## src/frogger_settings.svh

```systemverilog
`ifndef FROGGER_SETTINGS_SVH
`define FROGGER_SETTINGS_SVH

// --------------------------------------------------
// Playfield geometry
// --------------------------------------------------
`define SCREEN_W        640     // x wraps modulo this
`define OBJ_W           60      // Car and pad width
`define FROG_W          20
`define STEP_Y          40      // One row
`define STEP_X          20
`define START_Y         440     // Bottom row, frogs spawn here
`define HOME_Y          40      // Reaching this row wins
`define FROG1_X         120
`define FROG2_X         320
`define FROG3_X         520

// --------------------------------------------------
// Lanes
// --------------------------------------------------
`define CAR_Y0          400
`define CAR_Y1          360
`define CAR_Y2          320
`define CAR_Y3          280
`define PAD_Y0          200
`define PAD_Y1          160
`define PAD_Y2          120
`define PAD_Y3          80
`define CAR_SPEED0      10
`define CAR_SPEED1      7
`define CAR_SPEED2      3
`define CAR_SPEED3      1
`define PAD_SPEED0      30
`define PAD_SPEED1      27
`define PAD_SPEED2      30
`define PAD_SPEED3      25
`define LANE_GAP        80      // Space between neighbouring objects

// --------------------------------------------------
// Game timer, lives and keycodes
// --------------------------------------------------
`define FRAMES_PER_SEC  4       // Kept short for simulation
`define START_TIME      20
`define START_LIVES     3
`define KEY_LEFT        16'h0050
`define KEY_RIGHT       16'h004F
`define KEY_UP          16'h0052
`define KEY_DOWN        16'h0051
`define KEY_FROG1       16'h0059
`define KEY_FROG2       16'h005A
`define KEY_FROG3       16'h005B

`endif

```

## src/frogger_pkg.sv

```systemverilog
package frogger_pkg;

    // Screen coordinate, wide enough for the 640 pixel playfield
    typedef logic [10:0] coord_t;

    // x positions of the four objects in one lane
    typedef coord_t [3:0] lane_x_t;

    // 0 means no frog selected, 1 to 3 name a frog
    typedef logic [1:0] frog_sel_t;

endpackage

```

## src/key_decoder.sv

```systemverilog
`timescale 1ns/1ps
`include "frogger_settings.svh"

module key_decoder (
    input  logic                   Clk,
    input  logic                   reset,
    input  logic [15:0]            keycode,
    output logic                   move_up,
    output logic                   move_down,
    output logic                   move_left,
    output logic                   move_right,
    output frogger_pkg::frog_sel_t active_frog
);

    logic [15:0] key_prev;
    logic        key_new;

    assign key_new = (keycode != key_prev);  // Edge on any code change

    always_ff @(posedge Clk)
    begin
        if (reset)
        begin
            key_prev    <= '0;
            move_up     <= 1'b0;
            move_down   <= 1'b0;
            move_left   <= 1'b0;
            move_right  <= 1'b0;
            active_frog <= 2'd0;
        end
        else
        begin
            key_prev   <= keycode;
            move_up    <= key_new && (keycode == `KEY_UP);
            move_down  <= key_new && (keycode == `KEY_DOWN);
            move_left  <= key_new && (keycode == `KEY_LEFT);
            move_right <= key_new && (keycode == `KEY_RIGHT);

            // Selection sticks until another frog key
            if (keycode == `KEY_FROG1)
                active_frog <= 2'd1;
            else if (keycode == `KEY_FROG2)
                active_frog <= 2'd2;
            else if (keycode == `KEY_FROG3)
                active_frog <= 2'd3;
        end
    end

endmodule

```

## src/lane_row.sv

```systemverilog
`timescale 1ns/1ps
`include "frogger_settings.svh"

module lane_row #(
    parameter int LANE_Y = `CAR_Y0,
    parameter int SPEED  = `CAR_SPEED0,
    parameter bit DIR    = 1'b1         // 1 moves right
) (
    input  logic                 Clk,
    input  logic                 reset,
    input  logic                 frame_tick,
    input  logic                 freeze,
    input  frogger_pkg::coord_t  frog_x,
    input  frogger_pkg::coord_t  frog_y,
    output frogger_pkg::lane_x_t obj_x,
    output logic                 hit
);

    localparam frogger_pkg::coord_t SPEED_C = frogger_pkg::coord_t'(SPEED);
    localparam frogger_pkg::coord_t WRAP_C  = frogger_pkg::coord_t'(`SCREEN_W);
    localparam int                  PITCH   = `OBJ_W + `LANE_GAP;

    frogger_pkg::lane_x_t step_x;

    // --------------------------------------------------
    // Next positions, wrapping at the screen edge
    // --------------------------------------------------
    always_comb
    begin
        for (int k = 0; k < 4; k++)
        begin
            if (DIR)
                step_x[k] = (obj_x[k] + SPEED_C >= WRAP_C) ? obj_x[k] + SPEED_C - WRAP_C
                                                           : obj_x[k] + SPEED_C;
            else
                step_x[k] = (obj_x[k] < SPEED_C) ? obj_x[k] + WRAP_C - SPEED_C
                                                 : obj_x[k] - SPEED_C;
        end
    end

    always_ff @(posedge Clk)
    begin
        if (reset)
        begin
            for (int k = 0; k < 4; k++)
                obj_x[k] <= frogger_pkg::coord_t'(k * PITCH);  // Evenly spaced start
        end
        else if (frame_tick && !freeze)
        begin
            obj_x <= step_x;
        end
    end

    // --------------------------------------------------
    // Overlap with the active frog on this row
    // --------------------------------------------------
    always_comb
    begin
        hit = 1'b0;
        if (frog_y == LANE_Y)
        begin
            for (int k = 0; k < 4; k++)
            begin
                // Wrap at the edge is not considered
                if ((frog_x < obj_x[k] + `OBJ_W) && (frog_x + `FROG_W > obj_x[k]))
                    hit = 1'b1;
            end
        end
    end

endmodule

```

## src/frog_unit.sv

```systemverilog
`timescale 1ns/1ps
`include "frogger_settings.svh"

module frog_unit #(
    parameter int START_X = `FROG1_X
) (
    input  logic                Clk,
    input  logic                reset,
    input  logic                frame_tick,
    input  logic                freeze,
    input  logic                selected,
    input  logic                move_up,
    input  logic                move_down,
    input  logic                move_left,
    input  logic                move_right,
    input  logic [3:0]          car_hit,
    input  logic [3:0]          pad_hit,
    output frogger_pkg::coord_t frog_x,
    output frogger_pkg::coord_t frog_y,
    output logic                dead
);

    localparam frogger_pkg::coord_t START_X_C = frogger_pkg::coord_t'(START_X);
    localparam frogger_pkg::coord_t START_Y_C = frogger_pkg::coord_t'(`START_Y);
    localparam frogger_pkg::coord_t HOME_Y_C  = frogger_pkg::coord_t'(`HOME_Y);
    localparam frogger_pkg::coord_t STEP_X_C  = frogger_pkg::coord_t'(`STEP_X);
    localparam frogger_pkg::coord_t STEP_Y_C  = frogger_pkg::coord_t'(`STEP_Y);
    localparam frogger_pkg::coord_t MAX_X_C   = frogger_pkg::coord_t'(`SCREEN_W - `FROG_W);

    logic                pend_up, pend_down, pend_left, pend_right;
    logic                on_car_row, on_pad_row, dies;
    logic                ride_dir;
    logic [5:0]          ride_speed;
    frogger_pkg::coord_t ride_x, next_x, next_y;

    // --------------------------------------------------
    // Row lookup and hazard check
    // --------------------------------------------------
    always_comb
    begin
        on_car_row = (frog_y == `CAR_Y0) || (frog_y == `CAR_Y1) ||
                     (frog_y == `CAR_Y2) || (frog_y == `CAR_Y3);
        on_pad_row = 1'b1;
        ride_dir   = 1'b0;
        ride_speed = '0;
        case (frog_y)
            `PAD_Y0:
            begin
                ride_speed = 6'(`PAD_SPEED0);
                ride_dir   = 1'b1;
            end
            `PAD_Y1: ride_speed = 6'(`PAD_SPEED1);
            `PAD_Y2:
            begin
                ride_speed = 6'(`PAD_SPEED2);
                ride_dir   = 1'b1;
            end
            `PAD_Y3: ride_speed = 6'(`PAD_SPEED3);
            default: on_pad_row = 1'b0;
        endcase

        // Open water when no pad lies under the frog
        dies = (on_car_row && (|car_hit)) || (on_pad_row && !(|pad_hit));
    end

    // --------------------------------------------------
    // Riding, then the pending move
    // --------------------------------------------------
    always_comb
    begin
        if (!on_pad_row)
            ride_x = frog_x;
        else if (ride_dir)
            ride_x = (frog_x + ride_speed > MAX_X_C) ? MAX_X_C : frog_x + ride_speed;
        else
            ride_x = (frog_x < ride_speed) ? '0 : frog_x - ride_speed;

        next_x = ride_x;
        next_y = frog_y;
        if (pend_up && (frog_y > HOME_Y_C))
            next_y = frog_y - STEP_Y_C;
        else if (pend_down && (frog_y < START_Y_C))
            next_y = frog_y + STEP_Y_C;
        else if (pend_left)
            next_x = (ride_x < STEP_X_C) ? '0 : ride_x - STEP_X_C;
        else if (pend_right)
            next_x = (ride_x + STEP_X_C > MAX_X_C) ? MAX_X_C : ride_x + STEP_X_C;
    end

    always_ff @(posedge Clk)
    begin
        if (reset)
        begin
            frog_x     <= START_X_C;
            frog_y     <= START_Y_C;
            dead       <= 1'b0;
            pend_up    <= 1'b0;
            pend_down  <= 1'b0;
            pend_left  <= 1'b0;
            pend_right <= 1'b0;
        end
        else
        begin
            dead <= 1'b0;
            if (frame_tick)
            begin
                {pend_up, pend_down, pend_left, pend_right} <= 4'b0;  // Consumed
                if (selected && !freeze)
                begin
                    if (dies)
                    begin
                        frog_x <= START_X_C;  // Respawn
                        frog_y <= START_Y_C;
                        dead   <= 1'b1;
                    end
                    else
                    begin
                        frog_x <= next_x;
                        frog_y <= next_y;
                    end
                end
            end
            // A newer arrow overwrites the pending one
            if (selected && (move_up || move_down || move_left || move_right))
            begin
                pend_up    <= move_up;
                pend_down  <= move_down;
                pend_left  <= move_left;
                pend_right <= move_right;
            end
        end
    end

endmodule

```

## src/game_control.sv

```systemverilog
`timescale 1ns/1ps
`include "frogger_settings.svh"

module game_control (
    input  logic                Clk,
    input  logic                reset,
    input  logic                frame_tick,
    input  logic                dead,
    input  frogger_pkg::coord_t frog1_y,
    input  frogger_pkg::coord_t frog2_y,
    input  frogger_pkg::coord_t frog3_y,
    output logic [7:0]          frog_lives,
    output logic [3:0]          tens_digit,
    output logic [3:0]          ones_digit,
    output logic                win_game,
    output logic                lose_game
);

    logic [7:0] clock_time;
    logic [2:0] frame_cnt;
    logic       frozen;

    assign frozen = win_game || lose_game;

    assign tens_digit = 4'(clock_time / 8'd10);
    assign ones_digit = 4'(clock_time % 8'd10);

    always_ff @(posedge Clk)
    begin
        if (reset)
        begin
            clock_time <= 8'(`START_TIME);
            frame_cnt  <= '0;
            frog_lives <= 8'(`START_LIVES);
            win_game   <= 1'b0;
            lose_game  <= 1'b0;
        end
        else
        begin
            // Frames into seconds
            if (frame_tick && !frozen)
            begin
                if (frame_cnt == 3'(`FRAMES_PER_SEC - 1))
                begin
                    frame_cnt <= '0;
                    if (clock_time != 8'd0)
                        clock_time <= clock_time - 8'd1;
                end
                else
                begin
                    frame_cnt <= frame_cnt + 3'd1;
                end
            end

            if (dead && (frog_lives != 8'd0))
                frog_lives <= frog_lives - 8'd1;

            // Flags are sticky, first one wins
            if (!lose_game && ((frog1_y == `HOME_Y) || (frog2_y == `HOME_Y) ||
                               (frog3_y == `HOME_Y)))
                win_game <= 1'b1;
            if (!win_game && ((clock_time == 8'd0) || (frog_lives == 8'd0)))
                lose_game <= 1'b1;
        end
    end

endmodule

```

## src/frogger_core.sv

```systemverilog
`timescale 1ns/1ps
`include "frogger_settings.svh"

module frogger_core (
    input  logic                Clk,
    input  logic                reset,
    input  logic [15:0]         keycode,
    input  logic                frame_tick,
    output frogger_pkg::coord_t frog1_x,
    output frogger_pkg::coord_t frog1_y,
    output frogger_pkg::coord_t frog2_x,
    output frogger_pkg::coord_t frog2_y,
    output frogger_pkg::coord_t frog3_x,
    output frogger_pkg::coord_t frog3_y,
    output logic [7:0]          frog_lives,
    output logic [3:0]          tens_digit,
    output logic [3:0]          ones_digit,
    output logic                win_game,
    output logic                lose_game,
    output logic [3:0]          car_hit,
    output logic [3:0]          pad_hit
);

    localparam int CAR_Y [4]     = '{`CAR_Y0, `CAR_Y1, `CAR_Y2, `CAR_Y3};
    localparam int CAR_SPEED [4] = '{`CAR_SPEED0, `CAR_SPEED1, `CAR_SPEED2, `CAR_SPEED3};
    localparam int PAD_Y [4]     = '{`PAD_Y0, `PAD_Y1, `PAD_Y2, `PAD_Y3};
    localparam int PAD_SPEED [4] = '{`PAD_SPEED0, `PAD_SPEED1, `PAD_SPEED2, `PAD_SPEED3};
    localparam int FROG_X [3]    = '{`FROG1_X, `FROG2_X, `FROG3_X};

    logic                   move_up, move_down, move_left, move_right;
    logic                   freeze;
    logic [2:0]             dead_all;
    frogger_pkg::frog_sel_t active_frog;
    frogger_pkg::coord_t    act_x, act_y;
    frogger_pkg::coord_t    frog_x_all [3];
    frogger_pkg::coord_t    frog_y_all [3];

    assign freeze = win_game || lose_game;

    key_decoder u_keys (
        .Clk,
        .reset,
        .keycode,
        .move_up,
        .move_down,
        .move_left,
        .move_right,
        .active_frog
    );

    // --------------------------------------------------
    // Active frog position, seen by every lane
    // --------------------------------------------------
    always_comb
    begin
        act_x = '0;
        act_y = '0;
        if (active_frog != 2'd0)
        begin
            act_x = frog_x_all[active_frog - 2'd1];
            act_y = frog_y_all[active_frog - 2'd1];
        end
    end

    // Even lanes move right, odd lanes left
    for (genvar i = 0; i < 4; i++)
    begin : g_lane
        lane_row #(.LANE_Y(CAR_Y[i]), .SPEED(CAR_SPEED[i]), .DIR(i % 2 == 0)) u_car (
            .Clk, .reset, .frame_tick, .freeze,
            .frog_x(act_x), .frog_y(act_y), .obj_x(), .hit(car_hit[i])
        );
        lane_row #(.LANE_Y(PAD_Y[i]), .SPEED(PAD_SPEED[i]), .DIR(i % 2 == 0)) u_pad (
            .Clk, .reset, .frame_tick, .freeze,
            .frog_x(act_x), .frog_y(act_y), .obj_x(), .hit(pad_hit[i])
        );
    end

    for (genvar f = 0; f < 3; f++)
    begin : g_frog
        frog_unit #(.START_X(FROG_X[f])) u_frog (
            .Clk, .reset, .frame_tick, .freeze,
            .selected(active_frog == 2'(f + 1)),
            .move_up, .move_down, .move_left, .move_right,
            .car_hit, .pad_hit,
            .frog_x(frog_x_all[f]), .frog_y(frog_y_all[f]), .dead(dead_all[f])
        );
    end

    assign frog1_x = frog_x_all[0];
    assign frog1_y = frog_y_all[0];
    assign frog2_x = frog_x_all[1];
    assign frog2_y = frog_y_all[1];
    assign frog3_x = frog_x_all[2];
    assign frog3_y = frog_y_all[2];

    game_control u_ctrl (
        .Clk,
        .reset,
        .frame_tick,
        .dead(|dead_all),
        .frog1_y(frog_y_all[0]),
        .frog2_y(frog_y_all[1]),
        .frog3_y(frog_y_all[2]),
        .frog_lives,
        .tens_digit,
        .ones_digit,
        .win_game,
        .lose_game
    );

endmodule

```

## config.mk

```make
export PLATFORM = sky130hd
export DESIGN_NAME = frogger_core
export DESIGN_NICKNAME = d
export VERILOG_FILES = /design/src/frogger_pkg.sv /design/src/key_decoder.sv /design/src/lane_row.sv /design/src/frog_unit.sv /design/src/game_control.sv /design/src/frogger_core.sv
export VERILOG_INCLUDE_DIRS = /design/src
export SDC_FILE = /design/constraint.sdc
export NUM_CORES = 2
export LEC_CHECK = 0
export ABC_CLOCK_PERIOD_IN_PS = 16300
export BUFFER_PORTS_ARGS = -buffer_cell sky130_fd_sc_hd__buf_2
export CAP_MARGIN = 20
export CORE_MARGIN = 2
export CORE_UTILIZATION = 45
export DETAILED_ROUTE_END_ITERATION = 7
export HOLD_SLACK_MARGIN = 0.05
export PLACE_DENSITY = 0.62
export SLEW_MARGIN = 40
export SYNTH_ARGS = -nofsm -noshare
export SYNTH_HDL_FRONTEND = slang
export SYNTH_SLANG_ARGS = --single-unit
```

## constraint.sdc

```tcl
create_clock -name Clk -period 16.3 [get_ports Clk]
set_clock_uncertainty 0.05 [all_clocks]
set_input_delay 2.445 -clock Clk [delete_from_list [all_inputs] [get_ports Clk]]
set_output_delay 2.445 -clock Clk [all_outputs]
set_load 0.03 [all_outputs]
```

* Word-level counts from Yosys, hierarchy flattened
Cells that the tools add are included.
W data, S select, Z words.
** Storage, ports and cells
- Register bits :: 476
- Output and inout bits :: 92
- Logic and storage cells :: 634
** Cells by class
- Add/subtract/negate cells :: 135
- Bitwise operators :: 5
- Eq/ne operators :: 47
- Reductions and logical operators :: 114
- $lt $le $gt $ge :: 115
- Div/mod/pow operators :: 2
- Muxes and demuxes :: 151
** Operators by type and width (count)
- $gt A32 B11 Y1 :: 32
- $lt A11 B32 Y1 :: 32
- $mux W11 :: 80
- $add A11 B6 Y12 const B :: 32
- $sub A11 B5 Y11 const B :: 19
- $add A11 B10 Y11 const B :: 16
- $eq A11 B9 Y1 const B :: 16
- $ge A11 B10 Y1 const B :: 16
- $sub A11 B10 Y11 const B :: 16
- $add A11 B5 Y11 const B :: 11
- $lt A11 B5 Y1 const B :: 11
- $eq A16 B7 Y1 const B :: 7
- $eq A11 B7 Y1 const B :: 8
- $eq A11 B8 Y1 const B :: 8
- $sub A11 B1 Y11 const B :: 8
- $sub A11 B3 Y11 const B :: 8
- $gt A11 B10 Y1 const B :: 6
- $mux W1 :: 63
- $logic_and A1 B1 Y1 :: 58
- $pmux W5 S3 :: 3
- $add A11 B2 Y11 const B :: 4
- $add A11 B4 Y11 const B :: 4
- $bmux W11 S2 :: 2
- $lt A11 B1 Y1 const B :: 4
- 35 further kinds :: 105

* Longest topological paths before layout
- Word-level depth :: 20
- Depth in mapped cells :: 30

* Cells and area by module
Synthesis repeated with hierarchy kept, for this count alone.
** Second synthesis, totals
- Cell total of the unflattened synthesis :: 6840
- Area total of the unflattened synthesis :: 53588.9 µm²
** Modules (own cells, without submodules)
- lane_row (g_lane[2].u_car) :: cells an instance 742, times used 1, area each 5672.9 µm²
- lane_row (g_lane[0].u_car) :: cells an instance 693, times used 1, area each 5446.5 µm²
- lane_row (g_lane[0].u_pad) :: cells an instance 684, times used 1, area each 5332.6 µm²
- lane_row (g_lane[2].u_pad) :: cells an instance 663, times used 1, area each 5232.5 µm²
- lane_row (g_lane[1].u_pad) :: cells an instance 568, times used 1, area each 4675.7 µm²
- lane_row (g_lane[3].u_pad) :: cells an instance 570, times used 1, area each 4630.7 µm²
- lane_row (g_lane[1].u_car) :: cells an instance 572, times used 1, area each 4559.4 µm²
- lane_row (g_lane[3].u_car) :: cells an instance 548, times used 1, area each 4451.8 µm²
- frog_unit (g_frog[0].u_frog) :: cells an instance 486, times used 1, area each 3573.4 µm²
- frog_unit (g_frog[2].u_frog) :: cells an instance 475, times used 1, area each 3502.1 µm²
- frog_unit (g_frog[1].u_frog) :: cells an instance 451, times used 1, area each 3241.9 µm²
- game_control :: cells an instance 222, times used 1, area each 1725.4 µm²
- key_decoder :: cells an instance 80, times used 1, area each 884.6 µm²
- frogger_core :: cells an instance 86, times used 1, area each 659.4 µm²

* Worst setup path before layout
OpenSTA, ideal clock, no wires.
- Path kind :: register to output
- From :: reg u_keys.active_frog[0]
- To :: out pad_hit[2]
- Cell stages (with the launch flop) :: 22
- Path buffers :: 4
- Setup slack :: 6652 ps
- Data arrival time :: 7153 ps
- Cell sequence :: dfxtp_1 inv_1 clkbuf_1 ha_1 buf_2 buf_4 mux2i_1 nor2_1 a21oi_1 nor2_1 o21ai_0 or4b_2 xnor2_1 nor2_1 ha_1 nand4_1 or4_1 a221oi_1 a311o_1 a21oi_1 nor4_1 buf_4
** On the way
- Word-level cells in the longest chain between the ends :: 14
- Elaborated cells on any way between the ends :: 30
- Classes of those cells :: 2 x add/sub; 8 x order compare; 1 x eq/ne; 13 x mux; 1 x bitwise; 5 x reduce/logical
** Ends and longest elaborated chain
- start: declaration :: RTL line key_decoder.sv:12 : output frogger_pkg::frog_sel_t active_frog
- start signal: assignment :: RTL line key_decoder.sv:29 : active_frog <= 2'd0;
- start signal: assignment :: RTL line key_decoder.sv:41 : active_frog <= 2'd1;
- start signal: assignment :: RTL line key_decoder.sv:43 : active_frog <= 2'd2;
- $sub A2 B1 Y2 :: RTL line frogger_core.sv:60, frogger_core.sv:61
- $not A2 Y3 (implied by the code) :: RTL line frogger_core.sv:60, frogger_core.sv:61
- $bmux W11 S2 :: RTL line frogger_core.sv:60 : act_x = frog_x_all[active_frog - 2'd1];
- $mux W11 (implied by the code) (2 in series) :: RTL line frogger_core.sv:60
- $mux W11 :: RTL line frogger_core.sv:58 : if (active_frog != 2'd0)
- $add A11 B5 Y12 (no source line)
- $gt A32 B11 Y1 :: RTL line lane_row.sv:65 : if ((frog_x < obj_x[k] + `OBJ_W) && (frog_x + `FROG_W > obj_x[k]))
- $logic_and A1 B1 Y1 :: RTL line lane_row.sv:65
- $mux W1 (4 in series) :: RTL line lane_row.sv:65
- $mux W1 (*) :: RTL line lane_row.sv:60 : if (frog_y == LANE_Y)
- end: declaration :: RTL line frogger_core.sv:21 : output logic [3:0] pad_hit
Every way passes the cells marked *; elsewhere a longest branch is shown, timed or not. The select of a mux whose other input is x is not followed.

* Worst setup path in the final report
- From :: reg u_keys.active_frog[0]
- To :: out car_hit[1]
** On the way
- Word-level cells in the longest chain between the ends :: 14
- Elaborated cells on any way between the ends :: 30
- Classes of those cells :: 2 x add/sub; 8 x order compare; 1 x eq/ne; 13 x mux; 1 x bitwise; 5 x reduce/logical
** Ends and longest elaborated chain
- $sub A2 B1 Y2 :: RTL line frogger_core.sv:60, frogger_core.sv:61
- $not A2 Y3 (implied by the code) :: RTL line frogger_core.sv:60, frogger_core.sv:61
- $bmux W11 S2 :: RTL line frogger_core.sv:60
- $mux W11 (implied by the code) (2 in series) :: RTL line frogger_core.sv:60
- $mux W11 :: RTL line frogger_core.sv:58
- $add A11 B5 Y12 (no source line)
- $gt A32 B11 Y1 :: RTL line lane_row.sv:65
- $logic_and A1 B1 Y1 :: RTL line lane_row.sv:65
- $mux W1 (4 in series) :: RTL line lane_row.sv:65
- $mux W1 (*) :: RTL line lane_row.sv:60
- end: declaration :: RTL line frogger_core.sv:20 : output logic [3:0] car_hit,
Marked as above.

==> results.txt <==
The count of flip-flops with a built-in enable after synthesis came out at 0. The top cell types in the final layout, fill and taps aside, are 831 x sky130_fd_sc_hd__ha_1, 562 x sky130_fd_sc_hd__nor2_1, 554 x sky130_fd_sc_hd__xnor2_1. The type of the setup path with the least slack is register to output port.

The routed wire length is between 100000 and 150000 µm. The setup slack at placement is between 6 and 7 ns. Post-CTS repair changed the size of 0 cells. For the worst setup path, the data arrival time is between 7 and 8 ns. The starting density of the core came out at between 40% and 50%. The count of synthesis-stage warnings from yosys is 0. For this design, the CTS-stage hold fixing added 0 buffers.

Summed over all nets, the switching power comes to between 0.001 and 0.0015 W. Entering global routing, the biggest net connects 183 pins. The global-route total usage across every layer came out at roughly a quarter. In this run the remaining antenna-violating nets after routing total 0. The number of antenna violations at the first check in global routing came out at 1. The min-delay analysis places its worst path in the category register to register. The final critical-path setup slack came out at 6.10 ns. The overall die area is roughly 110000 µm². TritonCTS built the clock tree.

The wire length of the first global-routing pass came out at between 200000 and 250000 µm. The most used flip-flop cell after synthesis is sky130_fd_sc_hd__dfxtp_1. Buffers inserted during clock tree synthesis total 57. The total setup violations reported at the end of the flow came out at 0. The synthesis-to-finish area growth came out at 7.74%. The worst path uses a little over three fifths of the clock period. The flow ran to the end, and the final reports show no timing, DRC or antenna violations. Walking the worst path, the cells encountered are inv_1 -> ha_2 -> nor2b_1 -> buf_4 -> a21oi_1 -> or2_2 -> buf_4 -> inv_2 -> ha_2 -> o21ai_0 -> or4b_2 -> xnor2_1 -> nor2_4 -> buf_4 -> ha_1 -> a2111oi_0 -> o211ai_1 -> nand3_1 -> o211ai_1 -> o31ai_4 -> inv_1 -> buf_2. The fraction of registers with async set/reset is 0%.

The actual slew at the worst max-slew pin came out at roughly 0.88 ns. The post-layout instance area is around 53000 µm². The part of the total power dissipated in sequential elements came out at between 30% and 40%. At the worst endpoint, the required time is 13.81 ns. The total grt overflow came out at 0. STA classifies the critical path startpoint as a register. Detailed routing inserted a total of ~46000 vias. The number of buffers inserted to repair setup after CTS is 0. The clock root buffer is sky130_fd_sc_hd__clkbuf_16. The placement-stage cell area came out at between 50000 and 60000 µm². Across the run, the number of max-cap violations was 0. The number of library cell types mapped by synthesis is approximately 120. The via count of the first global-routing pass came out at between 40000 and 50000. From left edge to right edge, the die measures ~330 µm. The final number of max-transition violations came to 0.

The number of buffers inserted by port buffering is around 100. The total standard cell area after synthesis came out at about 49000 µm². From bottom edge to top edge, the die measures around 330 µm. Clock latency on the worst-skew pair, taken at its later pin, is between 0.6 and 0.7 ns. Summing the sequential cell areas from Yosys gives 18.6% of the chip area. The largest stage delay on the critical path is roughly 0.73 ns. The count of boundary I/O pins came out at between 100 and 150. Broken down by cell family, the worst path's largest delay share belongs to buffers and inverters. By instance count, the cell type seen most on the critical path is sky130_fd_sc_hd__buf_4. The maximum fanout along the worst path is 33. Synthesis handed over a netlist of approximately 6400 instances.

The average wire per cell in the routed design is ~19 µm. Setup repair after global routing left no endpoint under its margin. Leaving out fill and tap cells, the most frequent cell in the layout is sky130_fd_sc_hd__ha_1.

The number of nets in the finished design is about 7200. Adding up every negative setup slack in the final design gives 0 ns. The synthesized area per cell came out at roughly 7.7 µm². The achievable clock frequency came out at about 98 MHz. Net switching is between 30% and 40% of the power. The first detailed-routing pass ran for 6 iterations. Dividing the detail-routed via count by the number of cells gives roughly 6. Among all stages on the critical path, the largest delay is contributed by sky130_fd_sc_hd__ha_2. The logic gate share of total power came out at between 20% and 30%. The number of hold violations in the final report is 0. The tightest hold path in the finished design has a slack of about 0.40 ns.

The H-tree depth came out at 2. The power density relative to cell area is between 60 and 70 nW/µm². After floorplanning, the core was sized to cover around 110000 µm². Subtracting the final worst setup slack from the clock period gives approximately 10 ns. The first routing iteration left approximately 3300 violations. The sum of buffers and inverters on the critical path is 7. The clock network burns roughly two fifths of the power.

IR analysis of the VDD net gives a maximum drop of between 0.07 and 0.08 mV. In the final layout, the share of cells above drive strength 1 is just over 6%. The leakage dissipation came out at ~22 nW.

The synthesized flop and latch total is between 400 and 500. The relative max-transition margin came out at between 40% and 50%. In this run the deepest clock path goes through 3 buffers. STA classifies the critical path endpoint as an output port.

The DRC violation count after routing came out at 0. The clock sink count came out at about 460. The placer's final routability congestion estimate came out at about 0.9. The standard-cell row count is between 100 and 150.

After clock tree synthesis, the clock-pin slew on the worst setup and hold paths is roughly 0.06 ns. Summed over all nets, the half-perimeter wirelength after detailed placement is a little over 100000 µm. The internal portion of total power came out at around 0.0024 W.
-- routing by layer --
| layer | up-vias | share of wire (%) | global-route usage, % |
|---|---|---|---|
| met3 | 241 | 5.1 | 2.41 |
| li1 | 22800 | - | - |
| met4 | 0 | 2.7 | 7.26 |
| met1 | 21500 | 47 | 34.2 |
| met2 | 1159 | 45 | 41.9 |
| met5 | - | 0 | 0 |
-- logic make-up (layout without fill, tap and decap cells) --
group                    Yosys count  in the layout  share of synthesized area, %
buffers and inverters            733            710                          5.87
AND/OR/NAND/NOR                 2199           2199                          22.5
adder cells (fa/ha/maj)          839            839                          21.5
flip-flops                       455            455                          18.6
multiplexers                      43             43                         0.913
other                              1             10                       0.00764
AO/OA/AOI/OAI                   1489           1489                          19.9
XOR/XNOR                         603            603                          10.8
-- per-stage QoR --
step	std cells	utilization (%)	total power (W)
2_1_floorplan	6370	-	0.00200
4_1_cts	7757	48.6	0.00362
6_report	7762	48.7	0.00359
5_1_grt	7761	48.7	0.00380
3_5_place_dp	7651	46.7	0.00219
3_3_place_gp	7651	46.7	0.00217
-- power groups by stage --
stage | Clock, W | Combinational (W) | Sequential [W]
final | 0.00141 | 0.000866 | 0.00131
after detailed placement | 0 | 0.000856 | 0.00133
after CTS | 0.00144 | 0.000864 | 0.00131
after global placement | 0 | 0.000840 | 0.00133
after floorplan | 0 | 0.000724 | 0.00128
after global routing | 0.00148 | 0.000990 | 0.00133
-- state kept, by name, indices dropped and copies added, names as in the netlist, 2 cells and up --
signal and cells:
g_frog.u_frog.pend_right 3, g_frog.u_frog.dead 3, g_frog.u_frog.pend_left 3, u_keys.key_prev 16, u_keys.active_frog 2, u_ctrl.clock_time 8, g_lane.u_pad.obj_x 168, g_frog.u_frog.frog_y 24
g_frog.u_frog.pend_up 3, u_ctrl.frame_cnt 3, u_ctrl.frog_lives 8, g_frog.u_frog.frog_x 33, g_frog.u_frog.pend_down 3, g_lane.u_car.obj_x 172
-- synth_stat cells, drive strengths merged (55+ instances only) --
cell	number	area (µm²)
a21oi	415	2100
o21a	55	413
o21ai	338	1700
inv	448	1680
nand2	445	1680
a21o	79	593
nor4	61	403
a211oi	95	718
buf	70	393
dfxtp	455	9110
ha	833	10400
nor3	250	1270
nor2	570	2140
nand2b	107	669
xnor2	557	4880
nand3	200	1010
or3	106	673
nor2b	79	494
clkbuf	208	782
and3	62	388
nand4	143	895
-- worst paths after layout --
check | startpoint | endpoint | slack (ns) | cells past startpoint
hold / removal | u_ctrl.frame_cnt[2]$_SDFFE_PP0P_ | u_ctrl.frame_cnt[2]$_SDFFE_PP0P_ | 0.40 | 2
setup / recovery | u_keys.active_frog[0]$_SDFFE_PP0P_ | car_hit[1] | 6.10 | 22
hold reg to reg | u_ctrl.frame_cnt[2]$_SDFFE_PP0P_ | u_ctrl.frame_cnt[2]$_SDFFE_PP0P_ | 0.40 | 2
setup reg to reg | u_keys.active_frog[0]$_SDFFE_PP0P_ | g_frog[1].u_frog.frog_x[3]$_SDFFE_PP0P_ | 7.32 | 25
-- cell type report --
type,instances,area [µm²]
Sequential cell,455,9110
Clock buffer,80,1690
Timing Repair Buffer,149,926
Antenna cell,1,2.50
Multi-Input combinational cell,5182,37300
Tap cell,1414,1770
Clock inverter,26,372
Inverter,455,1710
Fill cell,10700,55700
-- worst reg2reg max path: stages (launching register included) --
cell and delay, ns:
sky130_fd_sc_hd__dfxtp_1 0.48, sky130_fd_sc_hd__inv_1 0.27, sky130_fd_sc_hd__ha_2 0.73, sky130_fd_sc_hd__nor2b_1 0.19, sky130_fd_sc_hd__buf_4 0.23, sky130_fd_sc_hd__a21oi_1 0.11
sky130_fd_sc_hd__or2_2 0.29, sky130_fd_sc_hd__buf_4 0.36, sky130_fd_sc_hd__inv_2 0.15, sky130_fd_sc_hd__ha_2 0.22, sky130_fd_sc_hd__o21ai_0 0.15, sky130_fd_sc_hd__or4b_2 0.69
sky130_fd_sc_hd__xnor2_1 0.20, sky130_fd_sc_hd__nor2_4 0.28, sky130_fd_sc_hd__buf_4 0.57, sky130_fd_sc_hd__ha_1 0.40, sky130_fd_sc_hd__a2111oi_0 0.41, sky130_fd_sc_hd__o211ai_1 0.14
sky130_fd_sc_hd__nand3_1 0.10, sky130_fd_sc_hd__o211ai_1 0.17, sky130_fd_sc_hd__o31ai_4 0.61, sky130_fd_sc_hd__and4b_1 0.59, sky130_fd_sc_hd__o22a_1 0.51, sky130_fd_sc_hd__nor3b_2 0.60
sky130_fd_sc_hd__a21boi_0 0.19, sky130_fd_sc_hd__a41oi_1 0.19
Note: power is estimated with default switching activity, not from simulation.
